File: config.mk
export PLATFORM = sky130hd
export DESIGN_NAME = conv_output_stage
export DESIGN_NICKNAME = d
export VERILOG_FILES = /design/src/logic/conv_pkg.sv /design/src/logic/conv_output_stage.sv
export VERILOG_INCLUDE_DIRS = /design/src /design/src/logic
export SDC_FILE = /design/constraint.sdc
export NUM_CORES = 1
export LEC_CHECK = 0
export ABC_CLOCK_PERIOD_IN_PS = 1400
export BUFFER_PORTS_ARGS = -buffer_cell sky130_fd_sc_hd__buf_2
export CAP_MARGIN = 0
export CORE_MARGIN = 8
export CORE_UTILIZATION = 34
export DETAILED_ROUTE_END_ITERATION = 10
export HOLD_SLACK_MARGIN = 0.03
export PLACE_DENSITY = 0.76
export SYNTH_ARGS = -nofsm -noshare
export SYNTH_HDL_FRONTEND = slang
export SYNTH_SLANG_ARGS = --single-unit
File: constraint.sdc
create_clock -name aclk -period 1.4 [get_ports aclk]
set_input_delay 0.21 -clock aclk [delete_from_list [all_inputs] [get_ports aclk]]
set_output_delay 0.21 -clock aclk [all_outputs]
set_load 0.01 [all_outputs]
File: src/logic/conv_settings.svh
`ifndef CONV_SETTINGS_SVH
`define CONV_SETTINGS_SVH

// Output rows computed in parallel.
`define CONV_UNITS 4

// Pixel, weight and result word width.
`define DATA_WIDTH 16

// Q8.8 fixed point.
`define FRAC_BITS 8

// Wide enough for many channels of full scale products.
`define ACC_WIDTH 40

// Input channel and output column counters.
`define CIN_WIDTH 8
`define COLS_WIDTH 8

`endif

File: src/logic/conv_pkg.sv
`default_nettype none

`include "conv_settings.svh"

package conv_pkg;

    typedef logic signed [`DATA_WIDTH-1:0] data_t;
    typedef logic signed [`ACC_WIDTH-1:0]  acc_t;

    // Run configuration latched on start.
    typedef struct packed {
        logic                   is_1x1;
        logic                   is_max;
        logic                   is_relu;
        logic [`COLS_WIDTH-1:0] cols_1;
        logic [`CIN_WIDTH-1:0]  cin_1;
    } conv_cfg_t;

    // One input column of one channel with two halo rows.
    typedef struct packed {
        data_t [`CONV_UNITS+1:0] row;
    } pixel_beat_t;

    // One kernel column.
    typedef struct packed {
        data_t [2:0] w;
    } weight_beat_t;

    typedef struct packed {
        logic first;
        logic final_beat;
    } beat_tag_t;

    typedef struct packed {
        logic                   valid;
        logic                   last;
        acc_t [`CONV_UNITS-1:0] sum;
    } acc_vec_t;

    typedef struct packed {
        data_t [`CONV_UNITS-1:0] word;
    } result_vec_t;

endpackage

`default_nettype wire

File: src/logic/conv_output_stage.sv
`timescale 1ns/100ps
`default_nettype none

`include "conv_settings.svh"

module conv_output_stage (
    input  wire                        aclk,
    input  wire                        rst,
    input  wire conv_pkg::acc_vec_t    acc,
    input  wire conv_pkg::conv_cfg_t   run_cfg,
    output logic                       m_valid,
    output conv_pkg::result_vec_t      m_data,
    output logic                       m_last,
    output logic                       run_done
);

    import conv_pkg::*;

    localparam data_t WORD_MAX = {1'b0, {(`DATA_WIDTH-1){1'b1}}};
    localparam data_t WORD_MIN = {1'b1, {(`DATA_WIDTH-1){1'b0}}};

    result_vec_t clamped;

    always_comb begin
        acc_t shifted;
        for (int u = 0; u < `CONV_UNITS; u++) begin
            shifted = acc.sum[u] >>> `FRAC_BITS;
            if (shifted > acc_t'(WORD_MAX)) begin
                clamped.word[u] = WORD_MAX;
            end else if (shifted < acc_t'(WORD_MIN)) begin
                clamped.word[u] = WORD_MIN;
            end else begin
                clamped.word[u] = shifted[`DATA_WIDTH-1:0];
            end
            // ReLU.
            if (run_cfg.is_relu && clamped.word[u][`DATA_WIDTH-1]) begin
                clamped.word[u] = '0;
            end
        end
    end

    always_ff @(posedge aclk) begin
        if (rst) begin
            m_valid  <= 1'b0;
            m_last   <= 1'b0;
            run_done <= 1'b0;
        end else begin
            m_valid  <= acc.valid;
            m_last   <= acc.last;
            run_done <= m_valid && m_last;
        end
    end

    always_ff @(posedge aclk) begin
        if (acc.valid) m_data <= clamped;
    end

    a_last_with_valid: assert property (@(posedge aclk) disable iff (rst)
        m_last |-> m_valid)
        else $error("m_last without m_valid");

    // Nothing follows the final vector of a run.
    a_quiet_after_last: assert property (@(posedge aclk) disable iff (rst)
        (m_valid && m_last) |=> !m_valid)
        else $error("m_valid right after m_last");

endmodule

`default_nettype wire

==> results.ini <==
[outcome]
status = finished, final reports clean

[timing]
grt_setup_unrepaired = no
final.period_utilization_pct = 83.6
finalCriticalPeriod_ns = 1.17
final_hold_viol_count = 0
tightest_slew_ns = 0.363
maxSlewViolCount = 0
fin_skew_ns = 0.0000839
relSlewSlack_pct = 75.8
fmax_ghz = 0.854
setup_viol = 0
holdWs_ns = 0.0752

[worst_setup_path]
crit_start = run_cfg[16]
arrival_ns = 1.35
slowest_stage = nor4_2
cp_top_family = simple AND/OR/NAND/NOR gates
crit_type = in2reg
cpPeakStageDelay_ns = 0.29
critPathCaptureType = register
start_kind = input port
cp.required_ns = 1.58
cp_num_buf_inv = 2
crit_chain = buf_2 > nand4b_1 > nor4_2 > a41oi_2 > buf_12 > nor2_1
crit_fanout = 15
reg2reg_from = m_last

[place]
portBuffers = 199
place_congestion = 0.812
dp_cells = 556
dpl-instance-area_mm2 = 0.00408
dp_hpwl_um = 7170

[clock_network]
clockRootBuffer = clkbuf_8
clockBufferDepth = 2
clock_sinks = 67
cts_made_buffers = 9
htreeDepth = 3
postCtsHoldBufs = 0
cts_resized = 0
cts_tree = built
clk_pin_slew_ns = 0.06
post-cts-setup-buffers = 0
clkLatencyLatePin_ns = 0.32

[layout]
nNetsFinal = 645
drive_above_1_share_pct = 48.9
final_core_util_pct = 51.5
area_delta_synth_final_pct = 46.9
stdcell_count = 571
n_antenna_cell = 0
finalInstanceArea_mm2 = 0.00425

[logic_synthesis]
synth_area_leaders = edfxtp_1, nor2_1, nor4_1
syn_inst = 251
synth_cell_type_count = 15
avgSynthCellArea_um2 = 11.5
post_synth_instance_area_mm2 = 0.00290
seq_area_frac_synth_pct = 68.5
ys_warn_count = 0
synth_top_area_share_pct = 66.4
yosysTopAreaCell = edfxtp_1
ys_seq_elements = 67
synth_nets = 434

[global_route]
grt_use_met3_pct = 4.40
grt_pass1_wl_um = 14000
grt_use_total_pct = 14.9
grt_antenna_before_repair = 0
grt_pass1_vias = 2929
overflow = 0
grt_max_degree = 66
grtUsageMet2_pct = 25.3
top_usage_layer = met2
met1_usage_pct = 16.3

[routing]
via_count = 2735
drc = 0
via_per_inst = 4.79
first_iter_violations = 127
post_drt_wl_per_cell_um = 15.9
ant_nets = 0
wl_um = 9050
drtPass1Iterations = 4

[pwr]
p_leak_nw = 1.88
peakVddDrop_mv = 0.480
power.density_mw_per_mm2 = 1090

[die]
top_level_ports = 250
die_w_um = 108
start_util_pct = 35.1
coreArea_mm2 = 0.00826
die_y_um = 108
die_area_mm2 = 0.0117
row_count = 33

[hold_path]
min_from = rst
hold_class = in2reg

[run]
drv_cap = 0

[cell type report]
cell class | instances | area (µm²)
tap | 105 | 131
clock buffer | 11 | 131
clock inverter | 4 | 42.5
timing repair buffer | 208 | 1110
multi-input combinational | 172 | 838
fill | 766 | 4000
inverter | 4 | 15.0
sequential | 67 | 1980
[power by group]
group / internal (mW) / switching [mW]
clock: 0.801 / 0.689
sequential: 2.38 / 0.0406
combinational: 0.333 / 0.406
[worst paths after layout]
kind	endpoint	slack, ns	depth (start not counted)
worst max-delay path	m_data[11]	0.23	6
worst min-delay path	run_done	0.08	2
worst max register to register	run_done	0.90	2
worst min register to register	run_done	0.43	2
[through the flow]
| step | setup slack (ns) | TNS, ns | total power [mW] |
|---|---|---|---|
| detailed placement | -0.149 | -4.99 | 3.21 |
| global placement | -0.0784 | -2.23 | 3.19 |
| floorplan | 0.0549 | 0 | 2.73 |
| CTS | 0.212 | 0 | 4.72 |
| global route | 0.0979 | 0 | 4.87 |
| finish | 0.229 | 0 | 4.65 |
[synth_stat cells (all sizes together)]
master / instances
dfxtp: 3
nand4: 8
nand4b: 4
buf: 4
nor2b: 2
a41oi: 8
nor2: 125
nand2: 5
edfxtp: 64
clkbuf: 4
nor4: 20
inv: 4
[state kept, by name, indices dropped and copies added (netlist names)]
name and count:
run_done 1, m_last 1, m_data 64, m_valid 1
[cells in the final DEF (no fill, tap or decap)]
| cell type | instances |
|---|---|
| clkbuf_1 | 2 |
| buf_2 | 199 |
| bufinv_16 | 1 |
| clkbuf_8 | 9 |
| nand4_1 | 8 |
| a41oi_2 | 4 |
| nor2_1 | 124 |
| nand2_1 | 5 |
| dfxtp_1 | 3 |
| clkinv_1 | 2 |
| nor4_2 | 4 |
| a41oi_1 | 4 |
| buf_4 | 5 |
| nor4_1 | 16 |
| nor2b_1 | 2 |
| inv_1 | 4 |
| edfxtp_1 | 64 |
| buf_12 | 4 |
| clkinv_2 | 1 |
| nand4b_1 | 4 |
| nor2_2 | 1 |
[worst register-to-register path: stages (launching register included)]
cell and delay (ns):
dfxtp_1 0.33, nand2_1 0.05, nor2_1 0.07
[logic make-up after synthesis]
logic type | count (synthesis) | share of synthesized area, %
AO/OA/AOI/OAI | 8 | 3.46
AND/OR/NAND/NOR | 164 | 25.5
buffers and inverters | 12 | 2.59
flip-flops | 67 | 68.5
[metal layers]
| metal | share of wire, % | up-vias |
|---|---|---|
| met2 | 51 | 147 |
| li1 | - | 1319 |
| met1 | 37 | 1245 |
| met5 | 0 | - |
| met3 | 9.1 | 24 |
| met4 | 2.9 | 0 |
No activity file was read; power rests on OpenSTA's default activity.
