`config.mk`:
```
export PLATFORM = sky130hd
export DESIGN_NAME = conv_controller
export DESIGN_NICKNAME = d
export VERILOG_FILES = /design/src/logic/conv_pkg.sv /design/src/logic/conv_controller.sv
export VERILOG_INCLUDE_DIRS = /design/src /design/src/logic
export SDC_FILE = /design/constraint.sdc
export NUM_CORES = 1
export LEC_CHECK = 0
export BUFFER_PORTS_ARGS = -buffer_cell sky130_fd_sc_hd__buf_2
export CAP_MARGIN = 20
export CORE_MARGIN = 1
export CORE_UTILIZATION = 59
export CTS_BUF_LIST = sky130_fd_sc_hd__clkbuf_2
export CTS_CLUSTER_DIAMETER = 50
export CTS_CLUSTER_SIZE = 16
export DETAILED_ROUTE_END_ITERATION = 8
export PLACE_DENSITY_LB_ADDON = 0.25
export SYNTH_ARGS = -nofsm -noshare
export SYNTH_HDL_FRONTEND = slang
export SYNTH_SLANG_ARGS = --single-unit
export TNS_END_PERCENT = 50
```
`constraint.sdc`:
```
create_clock -name aclk -period 2.5 [get_ports aclk]
set_input_delay 0.5 -clock aclk [delete_from_list [all_inputs] [get_ports aclk]]
set_output_delay 0.5 -clock aclk [all_outputs]
set_load 0.02 [all_outputs]
```
`src/logic/conv_settings.svh`:
```
`ifndef CONV_SETTINGS_SVH
`define CONV_SETTINGS_SVH

// Output rows computed in parallel.
`define CONV_UNITS 4

// Pixel, weight and result word width.
`define DATA_WIDTH 16

// Q8.8 fixed point.
`define FRAC_BITS 8

// Wide enough for many channels of full scale products.
`define ACC_WIDTH 40

// Input channel and output column counters.
`define CIN_WIDTH 8
`define COLS_WIDTH 8

`endif

```
`src/logic/conv_pkg.sv`:
```
`default_nettype none

`include "conv_settings.svh"

package conv_pkg;

    typedef logic signed [`DATA_WIDTH-1:0] data_t;
    typedef logic signed [`ACC_WIDTH-1:0]  acc_t;

    // Run configuration latched on start.
    typedef struct packed {
        logic                   is_1x1;
        logic                   is_max;
        logic                   is_relu;
        logic [`COLS_WIDTH-1:0] cols_1;
        logic [`CIN_WIDTH-1:0]  cin_1;
    } conv_cfg_t;

    // One input column of one channel with two halo rows.
    typedef struct packed {
        data_t [`CONV_UNITS+1:0] row;
    } pixel_beat_t;

    // One kernel column.
    typedef struct packed {
        data_t [2:0] w;
    } weight_beat_t;

    typedef struct packed {
        logic first;
        logic final_beat;
    } beat_tag_t;

    typedef struct packed {
        logic                   valid;
        logic                   last;
        acc_t [`CONV_UNITS-1:0] sum;
    } acc_vec_t;

    typedef struct packed {
        data_t [`CONV_UNITS-1:0] word;
    } result_vec_t;

endpackage

`default_nettype wire

```
`src/logic/conv_controller.sv`:
```
`timescale 1ns/100ps
`default_nettype none

`include "conv_settings.svh"

module conv_controller (
    input  wire                 aclk,
    input  wire                 rst,
    input  wire                 start,
    input  wire conv_pkg::conv_cfg_t cfg,
    input  wire                 pixels_valid,
    input  wire                 weights_valid,
    input  wire                 run_done,
    output logic                pixels_ready,
    output logic                weights_ready,
    output logic                beat,
    output conv_pkg::beat_tag_t tag,
    output conv_pkg::conv_cfg_t run_cfg,
    output logic                last_col
);

    typedef enum logic [1:0] {
        IDLE,
        FEED,
        DRAIN
    } state_t;

    state_t                 state;
    logic [1:0]             kpos;
    logic [`CIN_WIDTH-1:0]  ch;
    logic [`COLS_WIDTH-1:0] col;
    logic                   kernel_end;
    logic                   chan_end;

    assign pixels_ready  = (state == FEED);
    // Max mode needs no weights.
    assign weights_ready = (state == FEED) && !run_cfg.is_max;
    assign beat          = pixels_ready && pixels_valid && (run_cfg.is_max || weights_valid);

    assign kernel_end = run_cfg.is_1x1 || (kpos == 2'd2);
    assign chan_end   = (ch == run_cfg.cin_1);
    assign last_col   = (col == run_cfg.cols_1);

    assign tag = '{first: (kpos == 2'd0) && (ch == '0), final_beat: kernel_end && chan_end};

    always_ff @(posedge aclk) begin
        if (rst) begin
            state   <= IDLE;
            run_cfg <= '0;
            kpos    <= '0;
            ch      <= '0;
            col     <= '0;
        end else begin
            case (state)
                IDLE: begin
                    if (start) begin
                        state   <= FEED;
                        run_cfg <= cfg;
                        kpos    <= '0;
                        ch      <= '0;
                        col     <= '0;
                    end
                end
                FEED: begin
                    if (beat) begin
                        if (!kernel_end) begin
                            kpos <= kpos + 2'd1;
                        end else begin
                            kpos <= '0;
                            if (!chan_end) begin
                                ch <= ch + 1'b1;
                            end else begin
                                ch <= '0;
                                // Column complete.
                                if (last_col) begin
                                    state <= DRAIN;
                                end else begin
                                    col <= col + 1'b1;
                                end
                            end
                        end
                    end
                end
                DRAIN: begin
                    // Wait for the last vector to leave the output stage.
                    if (run_done) begin
                        state <= IDLE;
                    end
                end
                default: begin
                    state <= IDLE;
                end
            endcase
        end
    end

    a_no_beat_idle: assert property (@(posedge aclk) disable iff (rst)
        (state == IDLE) |-> !beat)
        else $error("beat accepted while idle");

    a_done_in_drain: assert property (@(posedge aclk) disable iff (rst)
        run_done |-> (state == DRAIN))
        else $error("run_done outside of drain");

endmodule

`default_nettype wire

```
==> metrics.md, run 1 <==
| Metric | Value |
|---|---|
| Result of the run | finished, final reports clean |
| Buffers added on ports | 49 |
| Synth area leaders | dfxtp_1, nand2_1, a21oi_1 |
| Fin nets | 322 |
| Synth async-reset ratio | 0% |
| Syn Area/Cell | 8.24 um^2 |
| Post-synthesis sequential area ratio | 40.0% |
| Fin crit period | 2.33 ns |
| Pin count of the biggest net entering global routing | 29 |
| Fill cells | 271 |
| Hpwl dp | 3140 um |
| DRC | 0 |
| Crit path arrival time | 1.83 ns |
| DRT Pass-1 Iters | 4 |
| Critical Path Start Type | flip-flop |
| Global-route wire length before repair | 7330 um |
| Peak Freq | 428 MHz |
| Worst slew margin | 66.8% |
| Synthesized area | 0.00195 mm^2 |
| Seq cells post-synth | 39 |
| FF/Latch Area | 782 um^2 |
| Period Utilization, post-route | 93.4% |
| Root Driver | clkbuf_2 |
| Syn_nets | 267 |
| Critical R2R Launch | ch[0] |
| Ys flop type | dfxtp_1 |
| Reg2reg path depth | 6 |
| Critical path startpoint | ch[2] |
| Area of the core | 0.00310 mm^2 |
| Leak pwr | 0.00103 uW |
| Clock latency on the worst-skew pair | 0.37 ns |
| CP Class | flip-flop to output pin |
| Number of global-route vias before repair | 1658 |
| Via count | 1820 |
| Drt via density | 5.43 |
| Worst EP required | 2.00 ns |
| # rows | 20 |
| Hold Crit Start | cfg[15] |
| WL final | 4360 um |
| CTS tree | yes |
| Critical path endpoint category | output pin |
| DIE HEIGHT | 59.5 um |
| Hold_buf cts | 0 |
| Max_cap viols | 0 |
| Number of synthesized flops with an enable pin | 0 |
| Antenna Nets Post-Route | 0 |
| Synth cell types | 46 |
| Die Width | 59.5 um |
| RSZ-0062 raised after global routing | false |
| Clk_skew | 0.00917 ns |
| Share of the synthesized area in the top cell type | 40.0% |
| Synth top cells by count | nand2_1, dfxtp_1, a21oi_1 |
| Post-Syn Instances | 237 |
| Initial Utilization | 62.9% |
| Area delta synth->final | 18.4% |
| Iter 0 DRT Violations | 71 |
| Crit Path Max Fanout | 6 |
| Worst reg2reg setup slack | 0.50 ns |
| Clk slew on worst S/H paths | 0.17 ns |
| Footprint of the multi-input gates | 0.00110 mm^2 |
| Power per cell area | 515 mW/mm^2 |
| Bufs on Longest Clock Path | 2 |
| DIE AREA | 0.00354 mm^2 |
| N_diodes | 0 |
| Final Power | 1190 uW |
| Count leader, synth | nand2_1 |
| Hold Vio Cnt, Final | 0 |
| Slew @ Worst Pin | 0.497 ns |
| Total grt overflow | 0 |
| Routability congestion estimate from global placement | 0.857 |
| R2r endpoint | col[5] |
| Initial antenna violation count | 0 |
| # setup viols final | 0 |
| Drt wl/cell | 13.0 um |
| Hold Path Sink | run_cfg[15] |
| Max VDD drop | 354 uV |
| Io pins | 50 |
| Setup TNS | 0 ns |
| Pins over their slew limit | 0 |
| Largest area contributor in the netlist | dfxtp_1 |
| Worst min path class | input pin to flip-flop |
| Gr usage total | 28.0% |
| Htree depth | 2 |
| Num Clock Sinks | 39 |
| Layout cell share with drive strength beyond 1 | 26.1% |
| Hold path depth | 3 |
| Warnings from Yosys | 0 |
| CTS Buf Count | 5 |
sequential cells by signal, summed over array words and instances, names as in the netlist:
register	count
run_cfg	19
state	2
ch	8
col	8
kpos	2
metrics by stage:
stage               instances  util [%]  hold WS, ns  cell area, um^2  setup slack, ns
floorplan                 237         -        0.467             1950            0.369
global placement          327      73.1        0.443             2270            0.563
detailed placement        327      73.1        0.449             2270            0.517
CTS                       333      74.0        0.324             2300           0.0880
global route              335      74.6        0.303             2310           0.0547
finish                    335      74.6        0.337             2310            0.165
power by group:
group	leakage (uW)	switching (uW)	total, uW	internal [uW]
clock	0.0000249	186	249	63.3
combinational	0.000687	164	270	106
sequential	0.000318	24.7	671	646
logic make-up after synthesis:
logic type               synth area share, %
AND/OR/NAND/NOR                         24.6
buffers and inverters                   3.78
multiplexers                           0.513
AO/OA/AOI/OAI                           17.2
flip-flops                              40.0
XOR/XNOR                                10.8
adder cells (fa/ha/maj)                 3.20
cell type report:
class / instances / share of cell area [%]
timing repair buffer: 57 / 13.2
sequential: 39 / 33.8
tap: 44 / 2.38
clock buffer: 6 / 1.30
multi-input combinational: 179 / 47.7
inverter: 10 / 1.62
placed cells by master (no fill, tap or decap), drive strengths merged, types with 2 or more instances in the layout:
master / Yosys / final
or2: 2 / 2
o21ai: 4 / 4
dfxtp: 39 / 39
inv: 10 / 10
ha: 5 / 5
a21o: 2 / 2
xnor2: 10 / 10
o22ai: 2 / 2
o211ai: 3 / 3
clkbuf: 7 / 6
nor4: 3 / 3
o31ai: 3 / 3
nor2: 16 / 16
xor2: 14 / 14
a21oi: 27 / 27
nor3b: 2 / 2
nand2b: 3 / 3
or4: 3 / 3
nor3: 2 / 2
nand2: 48 / 48
buf: 2 / 57
and3: 3 / 3
nand3: 5 / 5
nand4: 5 / 5
o2111ai: 2 / 2
and2: 3 / 3
worst max-delay path, stage by stage (launching register included):
cell	delay, ns
dfxtp_1	0.40
or4_2	0.67
nor4_1	0.19
buf_2	0.21
routing by layer:
layer | up-vias | routed length (um) | global-route usage, %
li1 | 923 | - | -
met1 | 835 | 1990 | 34.8
met2 | 58 | 2090 | 48.8
met3 | 4 | 242 | 6.55
met4 | 0 | 33 | 6.98
met5 | - | 0 | 0
how the worst max path moves through the flow:
stage / end / depth (start not counted) / slack, ns
global route: tag[1] / 3 / 0.05
finish: tag[1] / 3 / 0.17
detailed placement: col[5] / 5 / 0.52
global placement: col[5] / 5 / 0.56
floorplan: tag[1] / 2 / 0.37
CTS: tag[0] / 5 / 0.09
repair_timing:
item | 4_1_cts | 5_1_grt
hold endpoints to repair | 0 | 0
resized for setup | 0 | 1
endpoints found under the setup margin | 0 | 1
buffers inserted | 0 | 2
Note: power is estimated with default switching activity, not from simulation.
==> run 2, diff against run 1 <==
Settings changed: BUFFER_PORTS_ARGS -buffer_cell sky130_fd_sc_hd__buf_2 to -buffer_cell sky130_fd_sc_hd__buf_4, HOLD_SLACK_MARGIN from default to 0.02.
==> run 2 against run 1 <==
  * Clock-buffer cell count up 1
  * Clock skew up 0.013 ns
  * Non-clock buffer count down 3
  * Global-route usage fell by 0.097 points
  * Core utilization up 3.6 points
  * Worst setup slack got worse by 0.017 ns
  * Sequential share of layout area down 1.5 points
  * Die area did not move
  * Fmax down 0.73%
==> metrics.md, run 2 (synthesized netlist as in run 1, its figures left out) <==
| Metric | Value |
|---|---|
| Worst min path class | input pin to flip-flop |
| Area delta synth->final | 24.2% |
| Critical path endpoint category | output pin |
| DRC | 0 (unchanged) |
| Max_cap viols | 0 (unchanged) |
| Regs by FF count | run_cfg (19), ch (8), col (8) |
| Hold Vio Cnt, Final | 0 (unchanged) |
| Crit Path Max Fanout | 5 (-1) |
| Htree depth | 2 (unchanged) |
| Die Width | 59.5 um (unchanged) |
| CTS Buf Count | 5 (unchanged) |
| Setup TNS | 0 ns (unchanged) |
| Hpwl dp | 3130 um (-0.26%) |
| Antenna Nets Post-Route | 0 (unchanged) |
| Initial antenna violation count | 0 (unchanged) |
| Number of global-route vias before repair | 1620 (-2.3%) |
| Root Driver | clkbuf_2 |
| Global-route wire length before repair | 7310 um (-0.27%) |
| Crit path arrival time | 1.85 ns (+0.02 ns) |
| Iter 0 DRT Violations | 103 (+45%) |
| Bufs on Longest Clock Path | 2 (unchanged) |
| Drt via density | 5.43 (about the same) |
| Hold_buf cts | 0 (unchanged) |
| Clk slew on worst S/H paths | 0.20 ns (+0.03 ns) |
| Gr usage total | 27.9% (-0.097 points) |
| Commonest cells after routing, fill and taps aside | buf_4, nand2_1, dfxtp_1, a21oi_1, nor2_1 |
| RSZ-0062 raised after global routing | false |
| Post-route cell area | 0.00243 mm^2 (+4.9%) |
| Via count | 1814 (-0.33%) |
| Critical Path Start Type | flip-flop |
| Worst slew margin | 49.9% (-17 points) |
| Pins over their slew limit | 0 (unchanged) |
| DIE AREA | 0.00354 mm^2 (unchanged) |
| Total grt overflow | 0 (unchanged) |
| Area of the core | 0.00310 mm^2 (unchanged) |
| Leak pwr | 0.00105 uW (+1.9%) |
| DIE HEIGHT | 59.5 um (unchanged) |
| Clk_skew | 0.0224 ns (+0.0133 ns) |
| Fin crit period | 2.35 ns (+0.0171 ns) |
| N_diodes | 0 (unchanged) |
| CP Class | flip-flop to output pin |
| Io pins | 50 (unchanged) |
| Pin count of the biggest net entering global routing | 30 (+3.4%) |
| Area after DPL | 0.00237 mm^2 (+4.4%) |
| Result of the run | finished, final reports clean |
| DRT Pass-1 Iters | 4 (unchanged) |
| Commonest non-fill, non-tap cell in the layout | buf_4 |
| Reg with most FFs | run_cfg |
| # rows | 20 (unchanged) |
| Fin nets | 319 (-0.93%) |
| Max VDD drop | 463 uV (+31%) |
| CTS tree | yes |
| Power per cell area | 514 mW/mm^2 (-0.14%) |
| Worst EP required | 2.00 ns (about the same) |
| WL final | 4410 um (+1.1%) |
| Period Utilization, post-route | 94.1% (+0.68 points) |
| Routability congestion estimate from global placement | 0.848 (-1.1%) |
| Drt wl/cell | 13.2 um (+1.4%) |
| Clock latency on the worst-skew pair | 0.40 ns (+0.03 ns) |
| Max FFs per register | 19 (unchanged) |
| Buffers added on ports | 49 (unchanged) |
| Num Clock Sinks | 39 (unchanged) |
| Initial Utilization | 62.9% (unchanged) |
| Peak Freq | 425 MHz (-0.73%) |
| # setup viols final | 0 (unchanged) |
| Layout cell share with drive strength beyond 1 | 26.6% (+0.43 points) |
| Slew @ Worst Pin | 0.746 ns (+0.250 ns) |
[run 2: worst max-delay path: stages, from the launching register on]
cell,delay (ns)
dfxtp_1,0.40
or4_2,0.65
nor4_1,0.21
buf_4,0.19
[run 2: final timing paths]
path,startpoint,to,slack [ns],cells after the start
setup / recovery,ch[3],tag[1],0.15,3
hold / removal,cfg[14],run_cfg[14],0.31,3
setup reg to reg,kpos[0],col[5],0.47,7
hold reg to reg,run_cfg[16],run_cfg[16],0.48,2
[run 2: per-layer routing]
layer / global-route usage (%) / wire [um] / up-vias / share of wire (%)
li1: - / - / 919 / -
met1: 36.0 / 2050 / 832 / 47
met2: 46.5 / 2080 / 57 / 47
met3: 6.55 / 222 / 6 / 5.0
met4: 7.97 / 49 / 0 / 1.1
met5: 0 / 0 / - / 0
[run 2: where the power goes]
| group | switching, uW | leakage (uW) | internal, uW |
|---|---|---|---|
| sequential | 26.4 | 0.000319 | 647 |
| combinational | 164 | 0.000697 | 129 |
| clock | 205 | 0.0000330 | 76.4 |
[run 2: stage by stage]
stage | utilization (%) | hold slack, ns | power [uW] | cells | setup slack [ns]
CTS | 77.6 | 0.302 | 1240 | 332 | 0.0619
detailed placement | 76.3 | 0.452 | 967 | 324 | 0.449
finish | 78.2 | 0.314 | 1250 | 334 | 0.148
global route | 78.2 | 0.292 | 1320 | 334 | 0.0524
global placement | 76.3 | 0.448 | 961 | 324 | 0.491
floorplan | - | 0.467 | 852 | 237 | 0.369
[run 2: cell type report]
type | instances | area, um^2
Clock inverter | 1 | 5.00
Inverter | 10 | 37.5
Sequential cell | 39 | 785
Fill cell | 259 | 677
Multi-Input combinational cell | 179 | 1100
Clock buffer | 7 | 35.0
Tap cell | 44 | 55.1
Timing Repair Buffer | 54 | 405
[run 2: timing repair]
action / 4_1_cts / 5_1_grt
gates resized for setup: 0 / 3
endpoints found under the hold margin: 0 / 0
buffers inserted: 0 / 2
endpoints found under the setup margin: 0 / 1
